--- config.mk ---
export PLATFORM = sky130hd
export DESIGN_NAME = particle_sim_top
export DESIGN_NICKNAME = d
export VERILOG_FILES = /design/src/sim_pkg.sv /design/src/bus_pkg.sv /design/src/lfsr_seeder.sv /design/src/particle_bank.sv /design/src/draw_scheduler.sv /design/src/wb_pixel_master.sv /design/src/particle_sim_top.sv
export SDC_FILE = /design/constraint.sdc
export NUM_CORES = 2
export LEC_CHECK = 0
export ABC_AREA = 1
export ABC_CLOCK_PERIOD_IN_PS = 56300
export BUFFER_PORTS_ARGS = -buffer_cell sky130_fd_sc_hd__buf_2
export CAP_MARGIN = 20
export CORE_ASPECT_RATIO = 0.9
export CORE_MARGIN = 10
export CORE_UTILIZATION = 65
export DETAILED_ROUTE_END_ITERATION = 6
export PLACE_DENSITY_LB_ADDON = 0.1
export SLEW_MARGIN = 20
export SYNTH_ARGS = -nofsm -noshare
export SYNTH_HDL_FRONTEND = slang
export SYNTH_SLANG_ARGS = --single-unit
--- constraint.sdc ---
create_clock -name clock -period 56.3 [get_ports clock]
set_clock_uncertainty 0.2 [all_clocks]
set_input_delay 8.445 -clock clock [delete_from_list [all_inputs] [get_ports clock]]
set_output_delay 8.445 -clock clock [all_outputs]
set_load 0.01 [all_outputs]
--- src/sim_pkg.sv ---
package sim_pkg;

	//////////////////////////////
	// Particle geometry
	//////////////////////////////

	// Number of animated particles
	localparam int num_particles = 10;

	// Bounce limit on both axes
	localparam int box_size = 200;

	// Screen coordinate in pixels
	typedef logic [9:0] coord_t;

	// Signed step per update
	typedef logic signed [9:0] vel_t;

	// Selects one particle record
	typedef logic [3:0] particle_idx_t;

	// Position pair and velocity pair of one particle
	typedef struct packed {
		coord_t x;
		coord_t y;
		vel_t   vx;
		vel_t   vy;
	} particle_t;

	//////////////////////////////
	// Random start positions
	//////////////////////////////

	typedef logic [12:0] rnd_t;

	// Nonzero start state for the shift register
	localparam rnd_t lfsr_seed = 13'hF;

	// Shifts between two handed out values
	localparam int lfsr_steps = 13;

	//////////////////////////////
	// Step sequencing
	//////////////////////////////

	// Idle time after each motion update
	localparam int step_wait_cycles = 64;

	// Covers both the seed count and the idle count
	typedef logic [$clog2(step_wait_cycles)-1:0] step_cnt_t;

	typedef enum logic [2:0] {
		st_seed,
		st_erase,
		st_draw,
		st_update,
		st_wait
	} sched_state_t;

endpackage

--- src/bus_pkg.sv ---
package bus_pkg;

	//////////////////////////////
	// Frame buffer addressing
	//////////////////////////////

	// Pixels per row, address is row * width + column
	localparam int frame_width = 640;

	// Covers 640 x 480 pixels
	typedef logic [18:0] pix_addr_t;

	//////////////////////////////
	// Pixel colors
	//////////////////////////////

	// 3 bits red, 3 bits green, 2 bits blue
	typedef logic [7:0] color_t;

	// Clears an old particle
	localparam color_t color_black = 8'b000_000_00;

	// Full green for a drawn particle
	localparam color_t color_green = 8'b000_111_00;

	//////////////////////////////
	// Pixel write request
	//////////////////////////////

	// One pixel write from scheduler to bus master
	typedef struct packed {
		sim_pkg::coord_t col;
		sim_pkg::coord_t row;
		color_t          color;
	} pixel_req_t;

	// Wishbone side carries pix_addr_t on wb_adr and color_t on wb_dat

endpackage

--- src/lfsr_seeder.sv ---
module lfsr_seeder (
	input  logic          clock,
	input  logic          reset,
	input  logic          rnd_take,
	output logic          rnd_valid,
	output sim_pkg::rnd_t rnd
);

	// Shift register and its next state
	sim_pkg::rnd_t lfsr;
	sim_pkg::rnd_t lfsr_next;
	logic          feedback;

	// Shifts since the last take, holds at lfsr_steps
	logic [3:0] shift_cnt;

	// Value complete on this edge
	logic capture;

	// Taps 12, 3, 2 and 0
	assign feedback  = lfsr[12] ^ lfsr[3] ^ lfsr[2] ^ lfsr[0];
	assign lfsr_next = {lfsr[11:0], feedback};

	assign capture = !rnd_take && (shift_cnt == 4'(sim_pkg::lfsr_steps - 1));

	// Register never stops
	always_ff @(posedge clock or posedge reset) begin
		if (reset) begin
			lfsr <= sim_pkg::lfsr_seed;
		end else begin
			lfsr <= lfsr_next;
		end
	end

	// Shift counting and valid flag
	always_ff @(posedge clock or posedge reset) begin
		if (reset) begin
			shift_cnt <= '0;
			rnd_valid <= 1'b0;
		end else if (rnd_take) begin
			// This edge already counts as one shift
			shift_cnt <= 4'd1;
			rnd_valid <= 1'b0;
		end else if (capture) begin
			shift_cnt <= 4'(sim_pkg::lfsr_steps);
			rnd_valid <= 1'b1;
		end else if (!rnd_valid) begin
			shift_cnt <= shift_cnt + 4'd1;
		end
	end

	// Latch the state that the 13th shift produces
	always_ff @(posedge clock) begin
		if (capture) begin
			rnd <= lfsr_next;
		end
	end

endmodule

--- src/particle_bank.sv ---
module particle_bank (
	input  logic                   clock,
	input  logic                   reset,
	input  logic                   load,
	input  logic                   load_y,
	input  sim_pkg::rnd_t          load_value,
	input  logic                   update,
	input  sim_pkg::particle_idx_t idx,
	output sim_pkg::particle_t     particle,
	output sim_pkg::coord_t        erase_x,
	output sim_pkg::coord_t        erase_y
);

	// Particle records and last drawn positions
	sim_pkg::particle_t parts     [sim_pkg::num_particles];
	sim_pkg::coord_t    erase_x_q [sim_pkg::num_particles];
	sim_pkg::coord_t    erase_y_q [sim_pkg::num_particles];

	// Velocities after the bounce check
	sim_pkg::vel_t next_vx [sim_pkg::num_particles];
	sim_pkg::vel_t next_vy [sim_pkg::num_particles];

	// Seed reduced into 1 .. box_size-1
	sim_pkg::coord_t seed_coord;

	//////////////////////////////
	// Bounce rule, one axis
	//////////////////////////////

	function automatic sim_pkg::vel_t bounce_vel(sim_pkg::coord_t pos, sim_pkg::vel_t vel);
		logic signed [11:0] pos_s;
		logic signed [11:0] vel_s;
		logic signed [11:0] sum;
		pos_s = $signed({2'b00, pos});
		vel_s = $signed({{2{vel[9]}}, vel});
		sum   = pos_s + vel_s;
		// Reverse past the far edge or at the near edge
		if (pos > sim_pkg::coord_t'(sim_pkg::box_size) || sum <= 12'sd0) begin
			return -vel;
		end
		return vel;
	endfunction

	assign seed_coord = sim_pkg::coord_t'(load_value % sim_pkg::rnd_t'(sim_pkg::box_size - 1))
		+ sim_pkg::coord_t'(1);

	// All particles evaluated in parallel
	always_comb begin
		for (int i = 0; i < sim_pkg::num_particles; i++) begin
			next_vx[i] = bounce_vel(parts[i].x, parts[i].vx);
			next_vy[i] = bounce_vel(parts[i].y, parts[i].vy);
		end
	end

	//////////////////////////////
	// Record storage
	//////////////////////////////

	always_ff @(posedge clock or posedge reset) begin
		if (reset) begin
			for (int i = 0; i < sim_pkg::num_particles; i++) begin
				parts[i].x   <= '0;
				parts[i].y   <= '0;
				// Start moving toward the origin
				parts[i].vx  <= sim_pkg::vel_t'(-(i + 2));
				parts[i].vy  <= sim_pkg::vel_t'(-(i + 1));
				erase_x_q[i] <= '0;
				erase_y_q[i] <= '0;
			end
		end else if (update) begin
			for (int i = 0; i < sim_pkg::num_particles; i++) begin
				// Current position becomes the next erase target
				erase_x_q[i] <= parts[i].x;
				erase_y_q[i] <= parts[i].y;
				parts[i].vx  <= next_vx[i];
				parts[i].vy  <= next_vy[i];
				// Move with the new velocity, 10 bit wrap
				parts[i].x   <= parts[i].x + sim_pkg::coord_t'(next_vx[i]);
				parts[i].y   <= parts[i].y + sim_pkg::coord_t'(next_vy[i]);
			end
		end else if (load) begin
			if (load_y) begin
				parts[idx].y <= seed_coord;
			end else begin
				parts[idx].x <= seed_coord;
			end
		end
	end

	// Read port for the scheduler
	assign particle = parts[idx];
	assign erase_x  = erase_x_q[idx];
	assign erase_y  = erase_y_q[idx];

endmodule

--- src/draw_scheduler.sv ---
module draw_scheduler (
	input  logic                   clock,
	input  logic                   reset,
	input  logic                   rnd_valid,
	input  sim_pkg::rnd_t          rnd,
	output logic                   rnd_take,
	output logic                   load,
	output logic                   load_y,
	output logic                   update,
	output sim_pkg::rnd_t          load_value,
	output sim_pkg::particle_idx_t idx,
	input  sim_pkg::particle_t     particle,
	input  sim_pkg::coord_t        erase_x,
	input  sim_pkg::coord_t        erase_y,
	output bus_pkg::pixel_req_t    pix_req,
	output logic                   pix_valid,
	input  logic                   pix_ready
);

	sim_pkg::sched_state_t state;

	// Holds seed index, particle index or idle cycles depending on state
	sim_pkg::step_cnt_t count;

	logic pix_fire;
	logic last_particle;

	assign pix_fire      = pix_valid && pix_ready;
	assign last_particle = count == sim_pkg::step_cnt_t'(sim_pkg::num_particles - 1);

	// Take each seed the cycle it shows up
	assign rnd_take   = (state == sim_pkg::st_seed) && rnd_valid;
	assign load       = rnd_take;
	assign load_value = rnd;
	// First ten seeds are x and the rest y
	assign load_y     = count >= sim_pkg::step_cnt_t'(sim_pkg::num_particles);
	assign update     = state == sim_pkg::st_update;
	assign pix_valid  = (state == sim_pkg::st_erase) || (state == sim_pkg::st_draw);

	always_comb begin
		if (state == sim_pkg::st_seed && load_y) begin
			idx = sim_pkg::particle_idx_t'(count - sim_pkg::step_cnt_t'(sim_pkg::num_particles));
		end else begin
			idx = sim_pkg::particle_idx_t'(count);
		end
	end

	// Black at the old spot and green at the current one
	always_comb begin
		if (state == sim_pkg::st_erase) begin
			pix_req = '{col: erase_x, row: erase_y, color: bus_pkg::color_black};
		end else begin
			pix_req = '{col: particle.x, row: particle.y, color: bus_pkg::color_green};
		end
	end

	//////////////////////////////
	// Phase FSM
	//////////////////////////////

	always_ff @(posedge clock or posedge reset) begin
		if (reset) begin
			state <= sim_pkg::st_seed;
			count <= '0;
		end else begin
			case (state)
				sim_pkg::st_seed: begin
					if (rnd_take) begin
						if (count == sim_pkg::step_cnt_t'(2 * sim_pkg::num_particles - 1)) begin
							state <= sim_pkg::st_erase;
							count <= '0;
						end else begin
							count <= count + sim_pkg::step_cnt_t'(1);
						end
					end
				end
				// Index moves only on an accepted request
				sim_pkg::st_erase: begin
					if (pix_fire) begin
						count <= last_particle ? '0 : count + sim_pkg::step_cnt_t'(1);
						if (last_particle) begin
							state <= sim_pkg::st_draw;
						end
					end
				end
				sim_pkg::st_draw: begin
					if (pix_fire) begin
						count <= last_particle ? '0 : count + sim_pkg::step_cnt_t'(1);
						if (last_particle) begin
							state <= sim_pkg::st_update;
						end
					end
				end
				// Bank moves every particle in this one cycle
				sim_pkg::st_update: begin
					state <= sim_pkg::st_wait;
					count <= '0;
				end
				sim_pkg::st_wait: begin
					if (count == sim_pkg::step_cnt_t'(sim_pkg::step_wait_cycles - 1)) begin
						state <= sim_pkg::st_erase;
						count <= '0;
					end else begin
						count <= count + sim_pkg::step_cnt_t'(1);
					end
				end
				default: begin
					state <= sim_pkg::st_seed;
					count <= '0;
				end
			endcase
		end
	end

endmodule

--- src/wb_pixel_master.sv ---
module wb_pixel_master (
	input  logic                clock,
	input  logic                reset,
	input  bus_pkg::pixel_req_t pix_req,
	input  logic                pix_valid,
	output logic                pix_ready,
	output logic                wb_cyc,
	output logic                wb_stb,
	output logic                wb_we,
	output bus_pkg::pix_addr_t  wb_adr,
	output bus_pkg::color_t     wb_dat,
	input  logic                wb_ack
);

	// Linear address of the incoming request
	bus_pkg::pix_addr_t req_adr;

	// Holding slot in front of the bus
	logic               pend_valid;
	bus_pkg::pix_addr_t pend_adr;
	bus_pkg::color_t    pend_dat;

	logic accept;
	logic launch;

	assign req_adr = bus_pkg::pix_addr_t'(pix_req.row) * bus_pkg::pix_addr_t'(bus_pkg::frame_width)
		+ bus_pkg::pix_addr_t'(pix_req.col);

	// Slot frees up while the bus cycle still runs
	assign pix_ready = !pend_valid;
	assign accept    = pix_valid && pix_ready;
	// Start only from idle, which leaves a low cycle after each ack
	assign launch    = pend_valid && !wb_cyc;

	// Classic single write
	assign wb_stb = wb_cyc;
	assign wb_we  = wb_cyc;

	//////////////////////////////
	// Bus cycle control
	//////////////////////////////

	always_ff @(posedge clock or posedge reset) begin
		if (reset) begin
			pend_valid <= 1'b0;
			wb_cyc     <= 1'b0;
			wb_adr     <= '0;
			wb_dat     <= '0;
		end else begin
			if (accept) begin
				pend_valid <= 1'b1;
			end else if (launch) begin
				pend_valid <= 1'b0;
			end
			if (launch) begin
				wb_cyc <= 1'b1;
				// Address and data frozen until ack
				wb_adr <= pend_adr;
				wb_dat <= pend_dat;
			end else if (wb_cyc && wb_ack) begin
				wb_cyc <= 1'b0;
			end
		end
	end

	always_ff @(posedge clock) begin
		if (accept) begin
			pend_adr <= req_adr;
			pend_dat <= pix_req.color;
		end
	end

endmodule

--- src/particle_sim_top.sv ---
module particle_sim_top (
	input  logic               clock,
	input  logic               reset,
	output logic               wb_cyc,
	output logic               wb_stb,
	output logic               wb_we,
	output bus_pkg::pix_addr_t wb_adr,
	output bus_pkg::color_t    wb_dat,
	input  logic               wb_ack
);

	// Seeder to scheduler
	logic          rnd_valid;
	logic          rnd_take;
	sim_pkg::rnd_t rnd;

	// Scheduler and bank
	logic                   load;
	logic                   load_y;
	logic                   update;
	sim_pkg::rnd_t          load_value;
	sim_pkg::particle_idx_t idx;
	sim_pkg::particle_t     particle;
	sim_pkg::coord_t        erase_x;
	sim_pkg::coord_t        erase_y;

	// Scheduler to bus master
	bus_pkg::pixel_req_t pix_req;
	logic                pix_valid;
	logic                pix_ready;

	//////////////////////////////
	// Stage pipeline
	//////////////////////////////

	lfsr_seeder u_seeder (
		.clock     (clock),
		.reset     (reset),
		.rnd_take  (rnd_take),
		.rnd_valid (rnd_valid),
		.rnd       (rnd)
	);

	particle_bank u_bank (
		.clock      (clock),
		.reset      (reset),
		.load       (load),
		.load_y     (load_y),
		.load_value (load_value),
		.update     (update),
		.idx        (idx),
		.particle   (particle),
		.erase_x    (erase_x),
		.erase_y    (erase_y)
	);

	draw_scheduler u_sched (
		.clock      (clock),
		.reset      (reset),
		.rnd_valid  (rnd_valid),
		.rnd        (rnd),
		.rnd_take   (rnd_take),
		.load       (load),
		.load_y     (load_y),
		.update     (update),
		.load_value (load_value),
		.idx        (idx),
		.particle   (particle),
		.erase_x    (erase_x),
		.erase_y    (erase_y),
		.pix_req    (pix_req),
		.pix_valid  (pix_valid),
		.pix_ready  (pix_ready)
	);

	// Frame buffer port
	wb_pixel_master u_master (
		.clock     (clock),
		.reset     (reset),
		.pix_req   (pix_req),
		.pix_valid (pix_valid),
		.pix_ready (pix_ready),
		.wb_cyc    (wb_cyc),
		.wb_stb    (wb_stb),
		.wb_we     (wb_we),
		.wb_adr    (wb_adr),
		.wb_dat    (wb_dat),
		.wb_ack    (wb_ack)
	);

endmodule

### Word level (Yosys, flattened, before mapping)

Cells that the tools add are included.

* flip-flop bits (word level): 696
* latch bits: 0
* memory bits (writable): 0
* bits in read-only memories: 0
* output and inout bits: 30
* logic and storage cells: 345
* memories: 0

* $add $sub $neg: 65
* multipliers: 1
* div/mod/pow operators: 1
* magnitude comparators: 43
* equal/unequal tests: 17
* shifts and indexed selects: 0
* mux-type cells: 103
* bitwise logic cells: 4
* reductions and logical operators: 39

Operators with widths (number)
* two-way mux 400 bit: 3
* bitwise mux 400 bit: 2
* two-way mux 10 bit: 44
* demux 40 bit (select 4 bit): 2
* adder 11 x 10 -> 12 bit: 20
* less-or-equal comparator 12 x 1 -> 1 bit (second input constant): 20
* adder 10 bit: 20
* greater-than comparator 10 x 8 -> 1 bit (second input constant): 20
* negation 10 bit: 20
* binary-select mux 40 bit (select 4 bit): 1
* two-way mux 40 bit: 3
* binary-select mux 10 bit (select 4 bit): 2
* two-way mux 30 bit: 1
* two-way mux 6 bit: 5
* two-way mux 28 bit: 1
* two-way mux 1 bit: 26
* logical OR 1 bit: 21
* two-way mux 3 bit: 7
* adder 19 x 10 -> 19 bit: 1
* case mux 6 bit (3 select lines): 1
* two-way mux 4 bit: 4
* case mux 3 bit (5 select lines): 1
* remainder unit 13 x 8 -> 13 bit (second input constant): 1
* multiplier 10 x 3 -> 12 bit (second input constant): 1
* other kinds (26): 46

### Longest topological paths before layout

* depth in word-level cells: 12
* depth in mapped cells: 49
* mapped depth without buffers: 49

### Hierarchy

Synthesis repeated with hierarchy kept, for this count alone.

* cells, all modules: 6397
* area total of the unflattened synthesis: 47817.1 um^2

By module, submodules not included
* particle_bank: times used 1, cells each 5832, area each 42751.0 um^2, seq. area each 14298.7 um^2
* wb_pixel_master: times used 1, cells each 291, area each 2813.9 um^2, seq. area each 1536.5 um^2
* draw_scheduler: times used 1, cells each 209, area each 1208.7 um^2, seq. area each 225.2 um^2
* lfsr_seeder: times used 1, cells each 65, area each 1043.5 um^2, seq. area each 845.8 um^2

### Least setup slack after synthesis

Ideal clock, no wire load.

* path kind: register -> output
* start: register u_master.wb_cyc
* end: output port wb_stb
* arrival: 0.579 ns
* required time: 47.655 ns
* setup slack: 47.076 ns
* stages on the path, launching flop included: 2
* buffers on the path: 1
* cells stage by stage: dfrtp_1 buf_4

RTL lines
* from (decl): RTL line wb_pixel_master.sv:7 `output logic wb_cyc,`
* from (signal assigned): RTL line wb_pixel_master.sv:46 `wb_cyc <= 1'b0;`
* from (signal assigned): RTL line wb_pixel_master.sv:56 `wb_cyc <= 1'b1;`
* from (signal assigned): RTL line wb_pixel_master.sv:61 `wb_cyc <= 1'b0;`
* to (decl): RTL line particle_sim_top.sv:5 `output logic wb_stb,`

No word-level cell between the ends.

==> metrics.txt <==
# TYPE chip_impl_metric gauge
chip_impl_info{name="outcome",value="finished, final reports clean"} 1
chip_impl_metric{name="start_util",unit=""} 0.659
chip_impl_metric{name="pwr_density_cell",unit="nW/um2"} 19.9
chip_impl_metric{name="leakage",unit="uW"} 0.0238
chip_impl_metric{name="worst_case_hold_slack",unit="ns"} 0.162
chip_impl_metric{name="grtUsageMet2",unit=""} 0.497
chip_impl_metric{name="min_path_cells",unit=""} 0
chip_impl_metric{name="slew_headroom",unit=""} 0.224
chip_impl_metric{name="numPortBuffers",unit=""} 27
chip_impl_metric{name="area_added_between_synthesis_and_finish",unit="%"} 7.44
chip_impl_metric{name="max-cap-violations",unit=""} 0
chip_impl_metric{name="drtAntennaViolNets",unit=""} 0
chip_impl_metric{name="synth_enable_flop_cells",unit=""} 33
chip_impl_metric{name="maxSlewViolCount",unit=""} 0
chip_impl_info{name="worst_reg2reg_path_startpoint",value="u_sched.count[0]"} 1
chip_impl_metric{name="ctsResizeCount",unit=""} 0
chip_impl_metric{name="dpl-instance-area",unit="um2"} 46300
chip_impl_metric{name="worst-r2r-cell-count",unit=""} 31
chip_impl_info{name="synth_top_family_by_area",value="simple AND/OR/NAND/NOR gates"} 1
chip_impl_metric{name="clock_sinks",unit=""} 646
chip_impl_metric{name="grt_util_all_layers",unit=""} 0.329
chip_impl_metric{name="core",unit="um2"} 68900
chip_impl_metric{name="synth_adder_area_share",unit=""} 0.112
chip_impl_metric{name="ioPinCount",unit=""} 33
chip_impl_metric{name="fillers",unit=""} 5704
chip_impl_metric{name="p_int",unit="uW"} 755
chip_impl_metric{name="grt_max_degree",unit=""} 196
chip_impl_metric{name="die_area",unit="um2"} 80800
chip_impl_metric{name="wl_per_cell",unit="um"} 19.5
chip_impl_metric{name="max-vdd-ir-drop",unit="mV"} 0.0229
chip_impl_metric{name="antenna_found_initial",unit=""} 2
chip_impl_metric{name="cts-buffers-inserted",unit=""} 72
chip_impl_metric{name="tightestPinTransition",unit="ns"} 1.16
chip_impl_metric{name="synth-seq-area-share",unit=""} 0.364
chip_impl_metric{name="yosys.area_share.xor_xnor",unit=""} 0.0581
chip_impl_info{name="layout_common_cells",value="nand2_1, nor2_1, inv_1"} 1
chip_impl_metric{name="total_switching_power",unit="uW"} 216
chip_impl_metric{name="max_freq",unit="GHz"} 0.0943
chip_impl_info{name="rsz0062_at_grt",value="false"} 1
chip_impl_metric{name="post_synth_and_or_nand_nor_area_fraction",unit=""} 0.217
chip_impl_metric{name="critPathArrivalTime",unit="ns"} 11.03
chip_impl_metric{name="synth_compound_area_frac",unit=""} 0.171
chip_impl_metric{name="min_period_over_period",unit=""} 0.188
chip_impl_metric{name="fp-row-count",unit=""} 91
chip_impl_info{name="postSynth.topFlopCell",value="dfrtp_1"} 1
chip_impl_metric{name="share_comb_of_total_power",unit=""} 0.010
chip_impl_metric{name="design_area",unit="um2"} 48700
chip_impl_metric{name="cts-root-to-sink-buffers",unit=""} 3
chip_impl_metric{name="routed_wl",unit="um"} 135000
chip_impl_metric{name="synth_cell_types",unit=""} 69
chip_impl_info{name="r2r_end",value="u_master.pend_adr[18]"} 1
chip_impl_metric{name="grt_use_met1",unit=""} 0.447
chip_impl_metric{name="hold_buffer_count_at_cts",unit=""} 0
chip_impl_metric{name="die_h",unit="um"} 271
chip_impl_metric{name="firstDrtPassIters",unit=""} 6
chip_impl_info{name="timing.setup.critical_path_class",value="in2async"} 1
chip_impl_metric{name="antenna_cells_inserted",unit=""} 0
chip_impl_info{name="min_to",value="u_seeder.lfsr[11]"} 1
chip_impl_metric{name="cp_max_fanout",unit=""} 111
chip_impl_info{name="grt-busiest-layer",value="met2"} 1
chip_impl_metric{name="p_clk_frac",unit=""} 0.509
chip_impl_metric{name="nNetsFinal",unit=""} 6310
chip_impl_metric{name="vias",unit=""} 41514
chip_impl_metric{name="syn-instance-count",unit=""} 5989
chip_impl_metric{name="first_global_vias",unit=""} 39700
chip_impl_metric{name="async_flop_share",unit=""} 0.949
chip_impl_metric{name="globalRouteOverflowTotal",unit=""} 0
chip_impl_metric{name="seq_power_share",unit=""} 0.482
chip_impl_metric{name="tns",unit="ns"} 0
chip_impl_info{name="critPathCaptureType",value="asynchronous set/reset pin"} 1
chip_impl_metric{name="hpwlAfterDp",unit="um"} 95000
chip_impl_metric{name="grt_pass1_wl",unit="um"} 216000
chip_impl_metric{name="reg2reg_setup_slack",unit="ns"} 48.86
chip_impl_metric{name="ys_warn_count",unit=""} 0
chip_impl_metric{name="syn_avg_cell_area",unit="um2"} 7.58
chip_impl_info{name="timing.critical_path.from_type",value="input pin"} 1
chip_impl_metric{name="gp_congestion",unit=""} 0.978
chip_impl_metric{name="clkTransAtPathRegs",unit="ns"} 0.07
chip_impl_metric{name="postCtsSetupBuffers",unit=""} 0
chip_impl_metric{name="chipWidth",unit="um"} 298
chip_impl_info{name="layout_commonest_cell",value="nand2_1"} 1
chip_impl_info{name="tritoncts",value="yes"} 1
chip_impl_metric{name="layout-drive-gt1-share",unit=""} 0.0799
chip_impl_metric{name="setup_violations",unit=""} 0
chip_impl_metric{name="clk_latency",unit="ns"} 0.64
chip_impl_metric{name="postSynthRegisterBits",unit=""} 646
chip_impl_metric{name="drt_drc_violations_left",unit=""} 0
chip_impl_metric{name="drt_iter0_markers",unit=""} 4796
chip_impl_metric{name="cts-htree-levels",unit=""} 3
chip_impl_metric{name="netlist_area",unit="um2"} 45400
chip_impl_metric{name="timing.critical_path.required",unit="ns"} 56.73
chip_impl_metric{name="period_needed",unit="ns"} 10.60
chip_impl_metric{name="final_hold_viol_count",unit=""} 0
chip_impl_info{name="worstHoldPathType",value="reg2reg"} 1
chip_impl_info{name="cts_root_buf",value="clkbuf_16"} 1
chip_impl_metric{name="swShare",unit=""} 0.223
chip_impl_metric{name="groute.layer.met3.usage",unit=""} 0.0762
chip_impl_info{name="min_from",value="u_seeder.lfsr[10]"} 1
chip_impl_metric{name="synth.mux.area_fraction",unit=""} 0
chip_impl_metric{name="vias_per_cell",unit=""} 6.01
synth_stat cells (89+ instances only):
cell | n | area (um2)
nand2_1 | 1274 | 4780
nor2_1 | 765 | 2870
inv_1 | 658 | 2470
o21ai_0 | 462 | 2310
dfrtp_1 | 461 | 11500
a21oi_1 | 426 | 2130
ha_1 | 357 | 4470
xor2_1 | 274 | 2400
clkbuf_1 | 186 | 698
nand3_1 | 166 | 831
dfstp_2 | 152 | 3990
a22oi_1 | 89 | 668
stage by stage:
step | utilization | total power, uW | std cells | worst slack (ns)
floorplan | - | 483 | 5993 | 30.74
CTS | 0.708 | 974 | 6909 | 45.66
global route | 0.708 | 992 | 6909 | 45.35
finish | 0.708 | 971 | 6909 | 45.70
global placement | 0.672 | 486 | 6776 | 44.99
detailed placement | 0.672 | 486 | 6776 | 44.97
how the worst max path moves through the flow:
| stage | from | end | slack (ns) | cells after the start |
|---|---|---|---|---|
| 6_report | reset | u_bank.parts[27] | 45.70 | 4 |
| 5_1_grt | reset | u_bank.parts[23] | 45.35 | 4 |
| 4_1_cts | reset | u_bank.parts[22] | 45.66 | 4 |
| 3_5_place_dp | reset | u_bank.parts[43] | 44.97 | 4 |
| 3_3_place_gp | reset | u_bank.parts[43] | 44.99 | 4 |
| 2_1_floorplan | reset | u_bank.erase_x_q[0] | 30.74 | 1 |
power groups by stage:
stage	registers, uW	clock network, uW	logic [uW]
after detailed placement	476	0	9.84
after CTS	468	497	9.81
final	468	494	9.28
after global routing	467	513	10.9
after global placement	476	0	9.77
after floorplan	476	0	6.67
state kept, by name, indices dropped and copies added, names as in the netlist:
name,cells
u_master.wb_dat,1
u_master.pend_valid,1
u_seeder.shift_cnt,4
u_master.wb_adr,19
u_seeder.rnd,13
u_master.pend_adr,19
u_sched.count,6
u_bank.erase_y_q,100
u_sched.state,3
u_bank.parts,364
u_bank.erase_x_q,100
u_master.wb_cyc,1
u_master.pend_dat,1
u_seeder.rnd_valid,1
u_seeder.lfsr,13
worst max-delay path, stage by stage:
cell and delay (ns):
buf_2 0.13, inv_8 0.54, buf_4 0.83, buf_4 0.85
layout make-up:
| class | instances | area (um2) | share of cell area |
|---|---|---|---|
| clock buffers | 99 | 2060 | 0.0424 |
| clock inverters | 34 | 380 | 0.00780 |
| inverters | 689 | 2600 | 0.0534 |
| multi-input cells | 4425 | 25400 | 0.521 |
| flip-flops and latches | 646 | 16500 | 0.339 |
| well taps | 930 | 1160 | 0.0239 |
| repair buffers | 86 | 603 | 0.0124 |
cells by family after synthesis:
| family | count (synthesis) |
|---|---|
| simple gates | 2402 |
| compound gates | 1330 |
| buf+inv | 922 |
| flops | 646 |
| fa+ha+maj | 387 |
| xor+xnor | 301 |
| other cells | 1 |
per-layer routing:
layer / routed length [um] / up-vias / part of all wire
met2: 58300 / 1959 / 0.43
met3: 13800 / 369 / 0.10
li1: - / 19710 / -
met5: 23 / - / 0.00017
met4: 6510 / 4 / 0.048
met1: 56200 / 19472 / 0.42
No activity file was read; power rests on OpenSTA's default activity.
